File: config.mk
export PLATFORM = sky130hd
export DESIGN_NAME = lsuIssue
export DESIGN_NICKNAME = d
export VERILOG_FILES = /design/src/hdl/dtimPkg.sv /design/src/hdl/lsuIssue.sv
export VERILOG_INCLUDE_DIRS = /design/src /design/src/include
export SDC_FILE = /design/constraint.sdc
export NUM_CORES = 1
export LEC_CHECK = 0
export BUFFER_PORTS_ARGS = -buffer_cell sky130_fd_sc_hd__buf_2
export CORE_UTILIZATION = 46
export CTS_BUF_LIST = sky130_fd_sc_hd__clkbuf_8
export CTS_CLUSTER_SIZE = 14
export DETAILED_ROUTE_END_ITERATION = 7
export PLACE_DENSITY = 0.84
export SYNTH_ARGS = -nofsm -noshare
export SYNTH_HDL_FRONTEND = slang
export SYNTH_SLANG_ARGS = --single-unit
export TNS_END_PERCENT = 20
File: constraint.sdc
create_clock -name clk -period 3.1 [get_ports clk]
set_input_delay 0.62 -clock clk [delete_from_list [all_inputs] [get_ports clk]]
set_output_delay 0.62 -clock clk [all_outputs]
set_load 0.01 [all_outputs]
File: src/include/dtim_consts.svh
////////////////////////////////////////////////////////////////////////////
// Width, RAM window and request queue depth constants for the DTIM
////////////////////////////////////////////////////////////////////////////

`ifndef DTIM_CONSTS_SVH
`define DTIM_CONSTS_SVH

// Data and address width of the load/store path
`define XLEN 32

////////////////////////////////////////////////////////////////////////////
// RAM window
////////////////////////////////////////////////////////////////////////////

// First byte address that maps onto the DTIM
`define RAM_BASE 32'h8000_0000

// Highest byte offset inside the window, 4 KiB in total
`define RAM_RANGE 32'h0000_0FFF

////////////////////////////////////////////////////////////////////////////
// Request queue
////////////////////////////////////////////////////////////////////////////

// Queue entries, and so also the credit count after reset
`define QUEUE_DEPTH 4

`endif

File: src/hdl/dtimPkg.sv
////////////////////////////////////////////////////////////////////////////
// Shared types of the DTIM subsystem
////////////////////////////////////////////////////////////////////////////

`include "dtim_consts.svh"

package dtimPkg;

  // One data word as moved between the core and the RAM
  typedef logic [`XLEN-1:0] xlenWord;

  // Byte address, same width as the data path
  typedef logic [`XLEN-1:0] xlenAdr;

  // One write enable per byte lane
  typedef logic [`XLEN/8-1:0] byteMask;

  // Access size code, 0 byte, 1 halfword, 2 word
  typedef logic [1:0] accSize;

  // Kind of memory operation
  typedef enum logic {
    opLoad,
    opStore
  } memOp;

  // DTIM access FSM
  typedef enum logic [1:0] {
    stIdle,
    stAccess,
    stHold
  } dtimState;

endpackage

File: src/hdl/lsuIssue.sv
////////////////////////////////////////////////////////////////////////////
// Issue stage with alignment check, byte mask, lane data and credits
////////////////////////////////////////////////////////////////////////////

`include "dtim_consts.svh"

module lsuIssue (
  input  logic             clk,
  input  logic             arstN,
  input  logic             reqValid,
  input  logic             reqUnsigned,
  input  logic             reqTrap,
  input  dtimPkg::memOp    reqOp,
  input  dtimPkg::accSize  reqSize,
  input  dtimPkg::xlenAdr  reqAdr,
  input  dtimPkg::xlenWord reqWdata,
  input  logic             creditReturn,
  output logic             reqReady,
  output logic             pushValid,
  output logic             pushUnsigned,
  output logic             pushTrap,
  output logic             pushMisaligned,
  output dtimPkg::memOp    pushOp,
  output dtimPkg::accSize  pushSize,
  output dtimPkg::xlenAdr  pushAdr,
  output dtimPkg::byteMask pushMask,
  output dtimPkg::xlenWord pushWdata
);

  localparam int CW = $clog2(`QUEUE_DEPTH + 1);

  logic [CW-1:0]    creditCnt;
  logic             accept;
  logic             misaligned;
  dtimPkg::byteMask laneMask;
  dtimPkg::xlenWord laneData;

  // The output register drains every cycle since the queue never refuses a push,
  // so only the credit count can hold off a new operation
  assign reqReady = (creditCnt != '0);
  assign accept   = reqValid && reqReady;

  // Alignment, byte mask and lane replication depend on size and low address bits
  always_comb begin
    case (reqSize)
      2'd0: begin
        misaligned = 1'b0;
        laneMask   = dtimPkg::byteMask'(1) << reqAdr[1:0];
        laneData   = {(`XLEN/8){reqWdata[7:0]}};
      end
      2'd1: begin
        misaligned = reqAdr[0];
        laneMask   = dtimPkg::byteMask'(3) << {reqAdr[1], 1'b0};
        laneData   = {(`XLEN/16){reqWdata[15:0]}};
      end
      default: begin
        // Size code 3 is treated as a full word
        misaligned = (reqAdr[1:0] != 2'b00);
        laneMask   = '1;
        laneData   = reqWdata;
      end
    endcase
  end

  always_ff @(posedge clk or negedge arstN) begin
    if (!arstN) begin
      pushValid <= 1'b0;
      creditCnt <= CW'(`QUEUE_DEPTH);
    end else begin
      pushValid <= accept;
      // One credit spent per accept, one regained per pop in the queue
      case ({accept, creditReturn})
        2'b10:   creditCnt <= creditCnt - 1'b1;
        2'b01:   creditCnt <= creditCnt + 1'b1;
        default: creditCnt <= creditCnt;
      endcase
    end
  end

  // Request payload, only loaded on an accept
  always_ff @(posedge clk) begin
    if (accept) begin
      pushOp         <= reqOp;
      pushSize       <= reqSize;
      pushUnsigned   <= reqUnsigned;
      pushTrap       <= reqTrap;
      pushAdr        <= reqAdr;
      pushMask       <= laneMask;
      pushWdata      <= laneData;
      pushMisaligned <= misaligned;
    end
  end

  // Returned credits never push the count above the queue size
  creditBound : assert property (@(posedge clk) disable iff (!arstN)
    creditCnt <= CW'(`QUEUE_DEPTH));

endmodule

==> impl_metrics.json <==
{
  "place_ws_ps": 1042,
  "status": "finished clean",
  "core-area_sq_mm": 0.005991,
  "ctsRootBufferMaster": "clkbuf_8",
  "final_cells": 381,
  "synthCells": 144,
  "total_power_mw": 2.691,
  "intPower_mw": 1.991,
  "die_w_um": 81.15,
  "finalCriticalPeriod_ps": 2056,
  "maxSlewHeadroom": 0.5719,
  "portBuffers": 148,
  "htree_levels": 3,
  "critPathLaunchType": "register",
  "dpl.cell_count": 365,
  "rrSetupSlack_ps": 1040,
  "yosysSeqAreaShare": 0.8063,
  "worstSetupEndpoint": "creditCnt[2]",
  "holdCritPathClass": "in -> async",
  "postLayoutCellArea_sq_mm": 0.003882,
  "startpoint": "creditCnt[0]",
  "p_switching_mw": 0.7000,
  "vias_per_cell": 4.837,
  "grt_pass1_vias": 1853,
  "synth_area_leader_cell": "edfxtp_1",
  "antenna_cells": 0,
  "routabilityCongestion": 0.7573,
  "io_pins": 149,
  "pwr-share-comb": 0.194,
  "yosysWarnings": 0,
  "worstMarginPinSlew_ps": 642.2,
  "worstReg2RegStart": "creditCnt[0]",
  "ff2ff_path_depth": 8,
  "grt_overflow": 0,
  "peakVddDrop_uv": 385.7,
  "cts_made_buffers": 9,
  "syn-cell-area_sq_mm": 0.002882,
  "arrival_ps": 2320,
  "p_sw_frac": 0.2601,
  "drt-wirelength-per-cell_um": 15.28,
  "pwr-share-clk": 0.267,
  "fillers": 453,
  "drc_errors": 0,
  "worstPathRequired_ps": 3360,
  "grt_max_degree": 41,
  "cts_resized": 0,
  "maxCapViolCount": 0,
  "post_route_cells_drive_above_1_share": 0.6242,
  "finalSetupTns_ps": 0,
  "synthTopCellsByArea": "edfxtp_1 (77%), mux2_2 (6.6%), mux2i_1 (2.8%), dfrtp_1 (2.6%), o21ai_2 (1.8%)",
  "synthDistinctLibCells": 22,
  "path_class": "reg -> reg",
  "layout_setup_ws_ps": 1044,
  "hold_viol_final": 0,
  "drt_iter0_drc": 54,
  "mostFrequentLayoutCells": "buf_2 (148), edfxtp_1 (74), mux2_2 (17)",
  "yosys_register_bits": 78,
  "r2r_end": "creditCnt[2]",
  "seq_power_share": 0.539,
  "drt-total-wl_mm": 5.823,
  "post-cts-setup-buffers": 0,
  "cts_buffer_depth": 2,
  "die_height_um": 81.15,
  "antenna_left": 0,
  "layout-area-overhead-vs-synth_pct": 34.74,
  "fin_util": 0.6481,
  "antenna_found_initial": 0,
  "fin_crit_sh": 0.6631,
  "firstDrtPassIters": 4,
  "synth_top_area_share": 0.7712,
  "cts_hold_buffers": 0,
  "power_density_mw_per_mm2": 693.2,
  "clkLatencyLatePin_ps": 330,
  "power_leakage_nw": 1.683,
  "path_max_fanout": 3,
  "num_rows": 28,
  "setup_violations": 0,
  "cts.sinks": 78,
  "cp-end-kind": "register",
  "fmax_mhz": 486.5,
  "initial_core_util": 0.4810,
  "path_clk_slew_ps": 70,
  "final_common_cell": "buf_2",
  "placed_area_sq_mm": 0.003690,
  "cts_tree": "built",
  "drv_slew": 0,
  "grt_usage": 0.1862,
  "rsz0062_at_grt": "false",
  "grt_pass1_wl_mm": 8.680,
  "syn_nets": 219,
  "hold_ws_ps": 78.23,
  "vias": 1843,
  "dieArea_sq_mm": 0.006585,
  "post-dp-hpwl_mm": 4.355,
  "fin_nets": 376,
  "fin_skew_ps": 7.647,
  "syn_area_per_cell_sq_um": 20.01
}
## layout make-up
type / instances / area [sq um] / share of cell area
well taps: 75 / 93.84 / 0.02417
multi-input cells: 59 / 505.5 / 0.1302
repair buffers: 150 / 755.7 / 0.1947
clock inverters: 6 / 55.05 / 0.01418
inverters: 3 / 11.26 / 0.002900
clock buffers: 10 / 137.6 / 0.03545
flip-flops and latches: 78 / 2323 / 0.5985
## worst min-delay path by stage
stage	startpoint	end	slack [ps]	depth (start not counted)
2_1_floorplan	arstN	creditCnt[0]	320	0
3_3_place_gp	arstN	pushValid	430	1
3_5_place_dp	arstN	pushValid	430	1
4_1_cts	arstN	pushValid	60	1
5_1_grt	arstN	pushValid	60	1
6_report	arstN	pushValid	80	1
## critical path: stages (launching register included)
cell     delay [ps]
dfrtp_1         430
or3_4           400
nand2_1         110
ha_1            180
inv_1            60
fa_1            370
xor2_1          160
nor2_1          120
xor2_1          160
## registers in the layout, summed over array words and instances, names as in the netlist
| signal | flops |
|---|---|
| pushAdr | 32 |
| pushMask | 4 |
| creditCnt | 3 |
| pushOp | 1 |
| pushMisaligned | 1 |
| pushWdata | 32 |
| pushValid | 1 |
| pushTrap | 1 |
| pushUnsigned | 1 |
| pushSize | 2 |
## power groups by stage
stage,logic (mW),clock network [mW],registers [mW]
after detailed placement,0.530,0,1.48
after CTS,0.533,0.741,1.45
after global routing,0.577,0.782,1.47
after global placement,0.508,0,1.46
final,0.522,0.719,1.45
after floorplan,0.184,0,1.57
## synth_stat cells
library cell / n
clkbuf_4: 1
buf_6: 3
a21oi_1: 1
o21ai_2: 6
nand2b_1: 1
nor2_1: 4
mux2i_1: 8
nor2_4: 1
fa_1: 1
o21bai_1: 2
xnor2_1: 1
xor2_1: 2
dfstp_2: 1
nand2_1: 9
o21ai_1: 2
inv_1: 3
a21o_1: 2
or3_4: 1
mux2_2: 17
dfrtp_1: 3
edfxtp_1: 74
ha_1: 1
## kinds of logic after synthesis
family,Yosys count,synth area share
muxes,25,0.09422
AOI/OAI and AO/OA,13,0.03386
and+or+nand+nor,16,0.02692
DFF,78,0.8063
adders and majority gates,2,0.01129
xor gates and xnor gates,3,0.009120
buffers and inverters,7,0.01824
## metal layers
metal | track usage | up-vias | wire length [um]
met4 | 0.09643 | 0 | 74
met3 | 0.07528 | 7 | 634
met5 | 0 | - | 0
li1 | - | 864 | -
met1 | 0.2036 | 860 | 2253
met2 | 0.3109 | 112 | 2860
Note: power is estimated with default switching activity, not from simulation.
