===== src/include/dtim_consts.svh =====
////////////////////////////////////////////////////////////////////////////
// Width, RAM window and request queue depth constants for the DTIM
////////////////////////////////////////////////////////////////////////////

`ifndef DTIM_CONSTS_SVH
`define DTIM_CONSTS_SVH

// Data and address width of the load/store path
`define XLEN 32

////////////////////////////////////////////////////////////////////////////
// RAM window
////////////////////////////////////////////////////////////////////////////

// First byte address that maps onto the DTIM
`define RAM_BASE 32'h8000_0000

// Highest byte offset inside the window, 4 KiB in total
`define RAM_RANGE 32'h0000_0FFF

////////////////////////////////////////////////////////////////////////////
// Request queue
////////////////////////////////////////////////////////////////////////////

// Queue entries, and so also the credit count after reset
`define QUEUE_DEPTH 4

`endif


===== src/hdl/dtimPkg.sv =====
////////////////////////////////////////////////////////////////////////////
// Shared types of the DTIM subsystem
////////////////////////////////////////////////////////////////////////////

`include "dtim_consts.svh"

package dtimPkg;

  // One data word as moved between the core and the RAM
  typedef logic [`XLEN-1:0] xlenWord;

  // Byte address, same width as the data path
  typedef logic [`XLEN-1:0] xlenAdr;

  // One write enable per byte lane
  typedef logic [`XLEN/8-1:0] byteMask;

  // Access size code, 0 byte, 1 halfword, 2 word
  typedef logic [1:0] accSize;

  // Kind of memory operation
  typedef enum logic {
    opLoad,
    opStore
  } memOp;

  // DTIM access FSM
  typedef enum logic [1:0] {
    stIdle,
    stAccess,
    stHold
  } dtimState;

endpackage


===== src/hdl/memReqQueue.sv =====
////////////////////////////////////////////////////////////////////////////
// Circular request FIFO that hands one credit back per pop
////////////////////////////////////////////////////////////////////////////

`include "dtim_consts.svh"

module memReqQueue #(
  parameter int DEPTH = `QUEUE_DEPTH
) (
  input  logic             clk,
  input  logic             arstN,
  input  logic             pushValid,
  input  dtimPkg::memOp    pushOp,
  input  dtimPkg::accSize  pushSize,
  input  logic             pushUnsigned,
  input  dtimPkg::xlenAdr  pushAdr,
  input  dtimPkg::byteMask pushMask,
  input  dtimPkg::xlenWord pushWdata,
  input  logic             pushTrap,
  input  logic             pushMisaligned,
  input  logic             pop,
  output logic             headValid,
  output dtimPkg::memOp    headOp,
  output dtimPkg::accSize  headSize,
  output logic             headUnsigned,
  output dtimPkg::xlenAdr  headAdr,
  output dtimPkg::byteMask headMask,
  output dtimPkg::xlenWord headWdata,
  output logic             headTrap,
  output logic             headMisaligned,
  output logic             creditReturn
);

  localparam int PW = (DEPTH > 1) ? $clog2(DEPTH) : 1;
  localparam int CW = $clog2(DEPTH + 1);

  dtimPkg::memOp    opMem   [DEPTH];
  dtimPkg::accSize  sizeMem [DEPTH];
  dtimPkg::xlenAdr  adrMem  [DEPTH];
  dtimPkg::byteMask maskMem [DEPTH];
  dtimPkg::xlenWord dataMem [DEPTH];
  logic [2:0]       flagMem [DEPTH];
  logic [PW-1:0]    wrPtr;
  logic [PW-1:0]    rdPtr;
  logic [CW-1:0]    count;

  // Pointer step that wraps also for a depth that is not a power of two
  function automatic logic [PW-1:0] nextPtr(input logic [PW-1:0] p);
    return (p == PW'(DEPTH - 1)) ? '0 : p + 1'b1;
  endfunction

  // Entry storage, written at the tail
  always_ff @(posedge clk) begin
    if (pushValid) begin
      opMem[wrPtr]   <= pushOp;
      sizeMem[wrPtr] <= pushSize;
      adrMem[wrPtr]  <= pushAdr;
      maskMem[wrPtr] <= pushMask;
      dataMem[wrPtr] <= pushWdata;
      flagMem[wrPtr] <= {pushUnsigned, pushTrap, pushMisaligned};
    end
  end

  always_ff @(posedge clk or negedge arstN) begin
    if (!arstN) begin
      wrPtr        <= '0;
      rdPtr        <= '0;
      count        <= '0;
      creditReturn <= 1'b0;
    end else begin
      if (pushValid) wrPtr <= nextPtr(wrPtr);
      if (pop) rdPtr <= nextPtr(rdPtr);
      case ({pushValid, pop})
        2'b10:   count <= count + 1'b1;
        2'b01:   count <= count - 1'b1;
        default: count <= count;
      endcase
      // Credit goes back one cycle after the entry leaves
      creditReturn <= pop;
    end
  end

  // Head entry shown straight from the storage
  assign headValid      = (count != '0);
  assign headOp         = opMem[rdPtr];
  assign headSize       = sizeMem[rdPtr];
  assign headAdr        = adrMem[rdPtr];
  assign headMask       = maskMem[rdPtr];
  assign headWdata      = dataMem[rdPtr];
  assign {headUnsigned, headTrap, headMisaligned} = flagMem[rdPtr];

  // Issue credits must keep pushes away from a full queue
  noPushFull : assert property (@(posedge clk) disable iff (!arstN)
    pushValid |-> (count != CW'(DEPTH)));
  // The DTIM only pops an entry that is there
  noPopEmpty : assert property (@(posedge clk) disable iff (!arstN) pop |-> headValid);

endmodule


===== config.mk =====
export PLATFORM = sky130hd
export DESIGN_NAME = memReqQueue
export DESIGN_NICKNAME = d
export VERILOG_FILES = /design/src/hdl/dtimPkg.sv /design/src/hdl/memReqQueue.sv
export VERILOG_INCLUDE_DIRS = /design/src /design/src/include
export SDC_FILE = /design/constraint.sdc
export NUM_CORES = 1
export LEC_CHECK = 0
export BUFFER_PORTS_ARGS = -buffer_cell sky130_fd_sc_hd__buf_2
export CORE_UTILIZATION = 27
export CTS_BUF_LIST = sky130_fd_sc_hd__clkbuf_8
export DETAILED_ROUTE_END_ITERATION = 8
export PLACE_DENSITY = 0.48
export SLEW_MARGIN = 25
export SYNTH_ARGS = -nofsm -noshare
export SYNTH_HDL_FRONTEND = slang
export SYNTH_SLANG_ARGS = --single-unit
export TNS_END_PERCENT = 5

===== constraint.sdc =====
create_clock -name clk -period 3.05 [get_ports clk]
set_clock_uncertainty 0.15 [all_clocks]
set_input_delay 0.305 -clock clk [delete_from_list [all_inputs] [get_ports clk]]
set_output_delay 0.305 -clock clk [all_outputs]
set_load 0.03 [all_outputs]

==> flow_summary.json <==
{
  "core_sq_um": 40800,
  "worst_setup_hold_path_clk_slew_ns": 0.06,
  "drt_wl_total_mm": 22.5,
  "grt_first_pass_wirelength_mm": 33.7,
  "worst_ep_arrival_time_ns": 2.41,
  "filler_cell_count": 3806,
  "floorplan.io_pins": 154,
  "min_period_over_period": 0.940,
  "post_synth_num_cell_types": 20,
  "critPathMaxStageDelay_ns": 0.83,
  "synth.ff_latch_count": 304,
  "cts_hold_buf": 78,
  "global_route.usage.total": 0.108,
  "mostFrequentLayoutCell": "sky130_fd_sc_hd__edfxtp_1",
  "chipWidth_um": 205,
  "max_freq_mhz": 349,
  "place_area_sq_um": 12600,
  "worst_setup_path_start_kind": "flip-flop",
  "run_status": "finished, final reports clean",
  "syn_inst": 426,
  "crit_path_cell_trace": "buf_4, mux4_2, buf_2",
  "synthXorXnorAreaFrac": 0.00236,
  "endpoint_kind": "primary output",
  "cell_with_the_largest_stage_delay_on_the_worst_path": "sky130_fd_sc_hd__dfrtp_4",
  "worst_r2r_endpoint": "dataMem[2][0]",
  "worst_margin_slew_ns": 0.644,
  "clock_latency_late_sink_ns": 0.59,
  "cpLargestDelayFamily": "flip-flops",
  "post_route_worst_hold_slack_ns": 0.270,
  "cts.sinks": 304,
  "layout.cells.most_common_list": "sky130_fd_sc_hd__edfxtp_1, sky130_fd_sc_hd__buf_2, sky130_fd_sc_hd__dlygate4sd3_1",
  "cts-buffers-inserted": 51,
  "power.clock.fraction": 0.245,
  "synth-seq-area-share": 0.815,
  "drive_above_1_share": 0.424,
  "multiInputGateArea_sq_um": 1890,
  "postSynth.asyncResetShare": 0.0263,
  "yosys_warnings": 0,
  "dominantRegCellSynth": "sky130_fd_sc_hd__edfxtp_1",
  "power.combinational.fraction": 0.330,
  "finalInstanceArea_sq_um": 14300,
  "synth_compound_area_frac": 0.00135,
  "switch_share": 0.344,
  "remaining_drc_errors": 0,
  "areaGrowthSynthToFinish_pct": 28.3,
  "gp_routability_congestion": 0.681,
  "tns_ns": 0,
  "ir_worst_vdd_uv": 524,
  "clock_tree.htree_level_count": 2,
  "avgViaCountPerCell": 4.22,
  "drt-initial-drc-count": 177,
  "rows": 74,
  "layout.area.seq_sq_um": 9100,
  "synth_enable_flop_cells": 296,
  "antenna_cells": 0,
  "timing.critical_path.buf_inv": 2,
  "setup.worst_path.start": "rdPtr[1]",
  "globalRouteOverflowTotal": 0,
  "path_class": "reg -> out",
  "worst_slew_margin_rel": 0.571,
  "netlist_area_before_placement_sq_um": 11200,
  "final_util": 0.351,
  "worst_min_delay_path_category": "in -> reg",
  "dp.final_hpwl_mm": 13.4,
  "power_density_nw_per_um2": 937,
  "cp.required_ns": 2.59,
  "worstPathMaxFanout": 37,
  "main_combinational_cell_family_by_area_after_synthesis": "multiplexers",
  "cap_violations": 0,
  "internal-power_w": 0.00880,
  "net_switching_component_of_the_power_w": 0.00461,
  "min_delay_worst_endpoint": "creditReturn",
  "yosys.area_share.simple": 0.00471,
  "syn_avg_cell_area_sq_um": 26.2,
  "hold_viol": 0,
  "cts_setup_buffers": 0,
  "design.die.area_sq_um": 42100,
  "reg2regPathDepth": 4,
  "min_delay_path_depth": 2,
  "clock-root-buffer": "sky130_fd_sc_hd__clkbuf_8",
  "clock_tree_buffer_depth": 3,
  "cellLeakagePower_nw": 4.92,
  "nNetsFinal": 790,
  "antenna_found_initial": 1,
  "reg2reg_from": "wrPtr[0]",
  "dieHeight_um": 205,
  "max_transition_viols_final": 0,
  "wl_per_cell_um": 17.7,
  "via_count": 5366,
  "start_util": 0.273,
  "ff2ff_setup_slack_ns": 0.97,
  "final.min_clock_period_ns": 2.87,
  "maximum_number_of_pins_on_one_net_before_global_route_repair": 47,
  "drtAntennaViolNets": 0,
  "mappedNetlistNets": 511,
  "synth_adder_area_share": 0.00852,
  "tritoncts_clock_tree": "yes",
  "seqPwrFrac": 0.424,
  "hold_start": "pop",
  "setup_viol_count_final": 0,
  "numPortBuffers": 153,
  "rsz0062_at_grt": "no",
  "via_count_of_the_first_global_routing_pass": 5906,
  "synth.area.mux_share": 0.151,
  "ctsResizeCount": 0,
  "drt_first_pass_iters": 4
}
state kept, by name, summed over array words and instances, names as in the netlist:
register / flops
adrMem: 128
maskMem: 16
wrPtr: 2
count: 3
sizeMem: 8
flagMem: 12
dataMem: 128
creditReturn: 1
rdPtr: 2
opMem: 4
synthesized netlist by cell type (3+ instances only):
| master | instances | area [sq um] |
|---|---|---|
| sky130_fd_sc_hd__ha_1 | 6 | 75.1 |
| sky130_fd_sc_hd__o21ai_0 | 3 | 15.0 |
| sky130_fd_sc_hd__inv_1 | 6 | 22.5 |
| sky130_fd_sc_hd__buf_2 | 6 | 30.0 |
| sky130_fd_sc_hd__buf_4 | 3 | 22.5 |
| sky130_fd_sc_hd__dfrtp_1 | 8 | 200 |
| sky130_fd_sc_hd__and2_1 | 4 | 25.0 |
| sky130_fd_sc_hd__buf_12 | 4 | 80.1 |
| sky130_fd_sc_hd__mux4_2 | 74 | 1670 |
| sky130_fd_sc_hd__edfxtp_1 | 296 | 8890 |
power by group through the flow:
stage	Sequential, W	Combinational (W)	Clock [W]
after global routing	0.00577	0.00474	0.00358
after global placement	0.00575	0.00443	0
after floorplan	0.00558	0.00342	0
after CTS	0.00572	0.00456	0.00343
after detailed placement	0.00581	0.00447	0
final	0.00569	0.00443	0.00329
cell families (layout without fill, tap and decap cells):
kind of cell / Yosys count / in the layout
xor+xnor: 3 / 3
buf+inv: 23 / 336
mux: 76 / 76
fa+ha+maj: 7 / 7
compound gates: 3 / 3
flops: 304 / 304
simple gates: 10 / 10
metrics by stage:
| stage | worst slack (ns) | total power [W] | instances |
|---|---|---|---|
| 3_3_place_gp | 0.766 | 0.0102 | 1106 |
| 2_1_floorplan | 0.117 | 0.00900 | 426 |
| 5_1_grt | 0.0252 | 0.0141 | 1271 |
| 4_1_cts | 0.0525 | 0.0137 | 1271 |
| 3_5_place_dp | 0.745 | 0.0103 | 1106 |
| 6_report | 0.183 | 0.0134 | 1271 |
worst max-delay path by stage:
stage / to / slack (ns) / depth (start not counted)
3_3_place_gp: headAdr[5] / 0.77 / 3
2_1_floorplan: adrMem[2][0] / 0.12 / 3
6_report: headAdr[5] / 0.18 / 3
3_5_place_dp: headAdr[5] / 0.74 / 3
5_1_grt: headWdata[16] / 0.03 / 3
4_1_cts: headAdr[5] / 0.05 / 3
layer usage:
layer,wire [um],track usage,part of all wire
met1,9520,0.129,0.42
met2,11400,0.184,0.50
met3,1220,0.0350,0.054
met4,447,0.0362,0.020
met5,10,0,0.00044
area by class of cell:
type | instances | area share
flip-flops and latches | 304 | 0.635
multi-input cells | 99 | 0.132
repair buffers | 243 | 0.120
clock buffers | 51 | 0.0490
well taps | 532 | 0.0465
clock inverters | 36 | 0.0152
inverters | 6 | 0.00157
No activity file was read; power rests on OpenSTA's default activity.
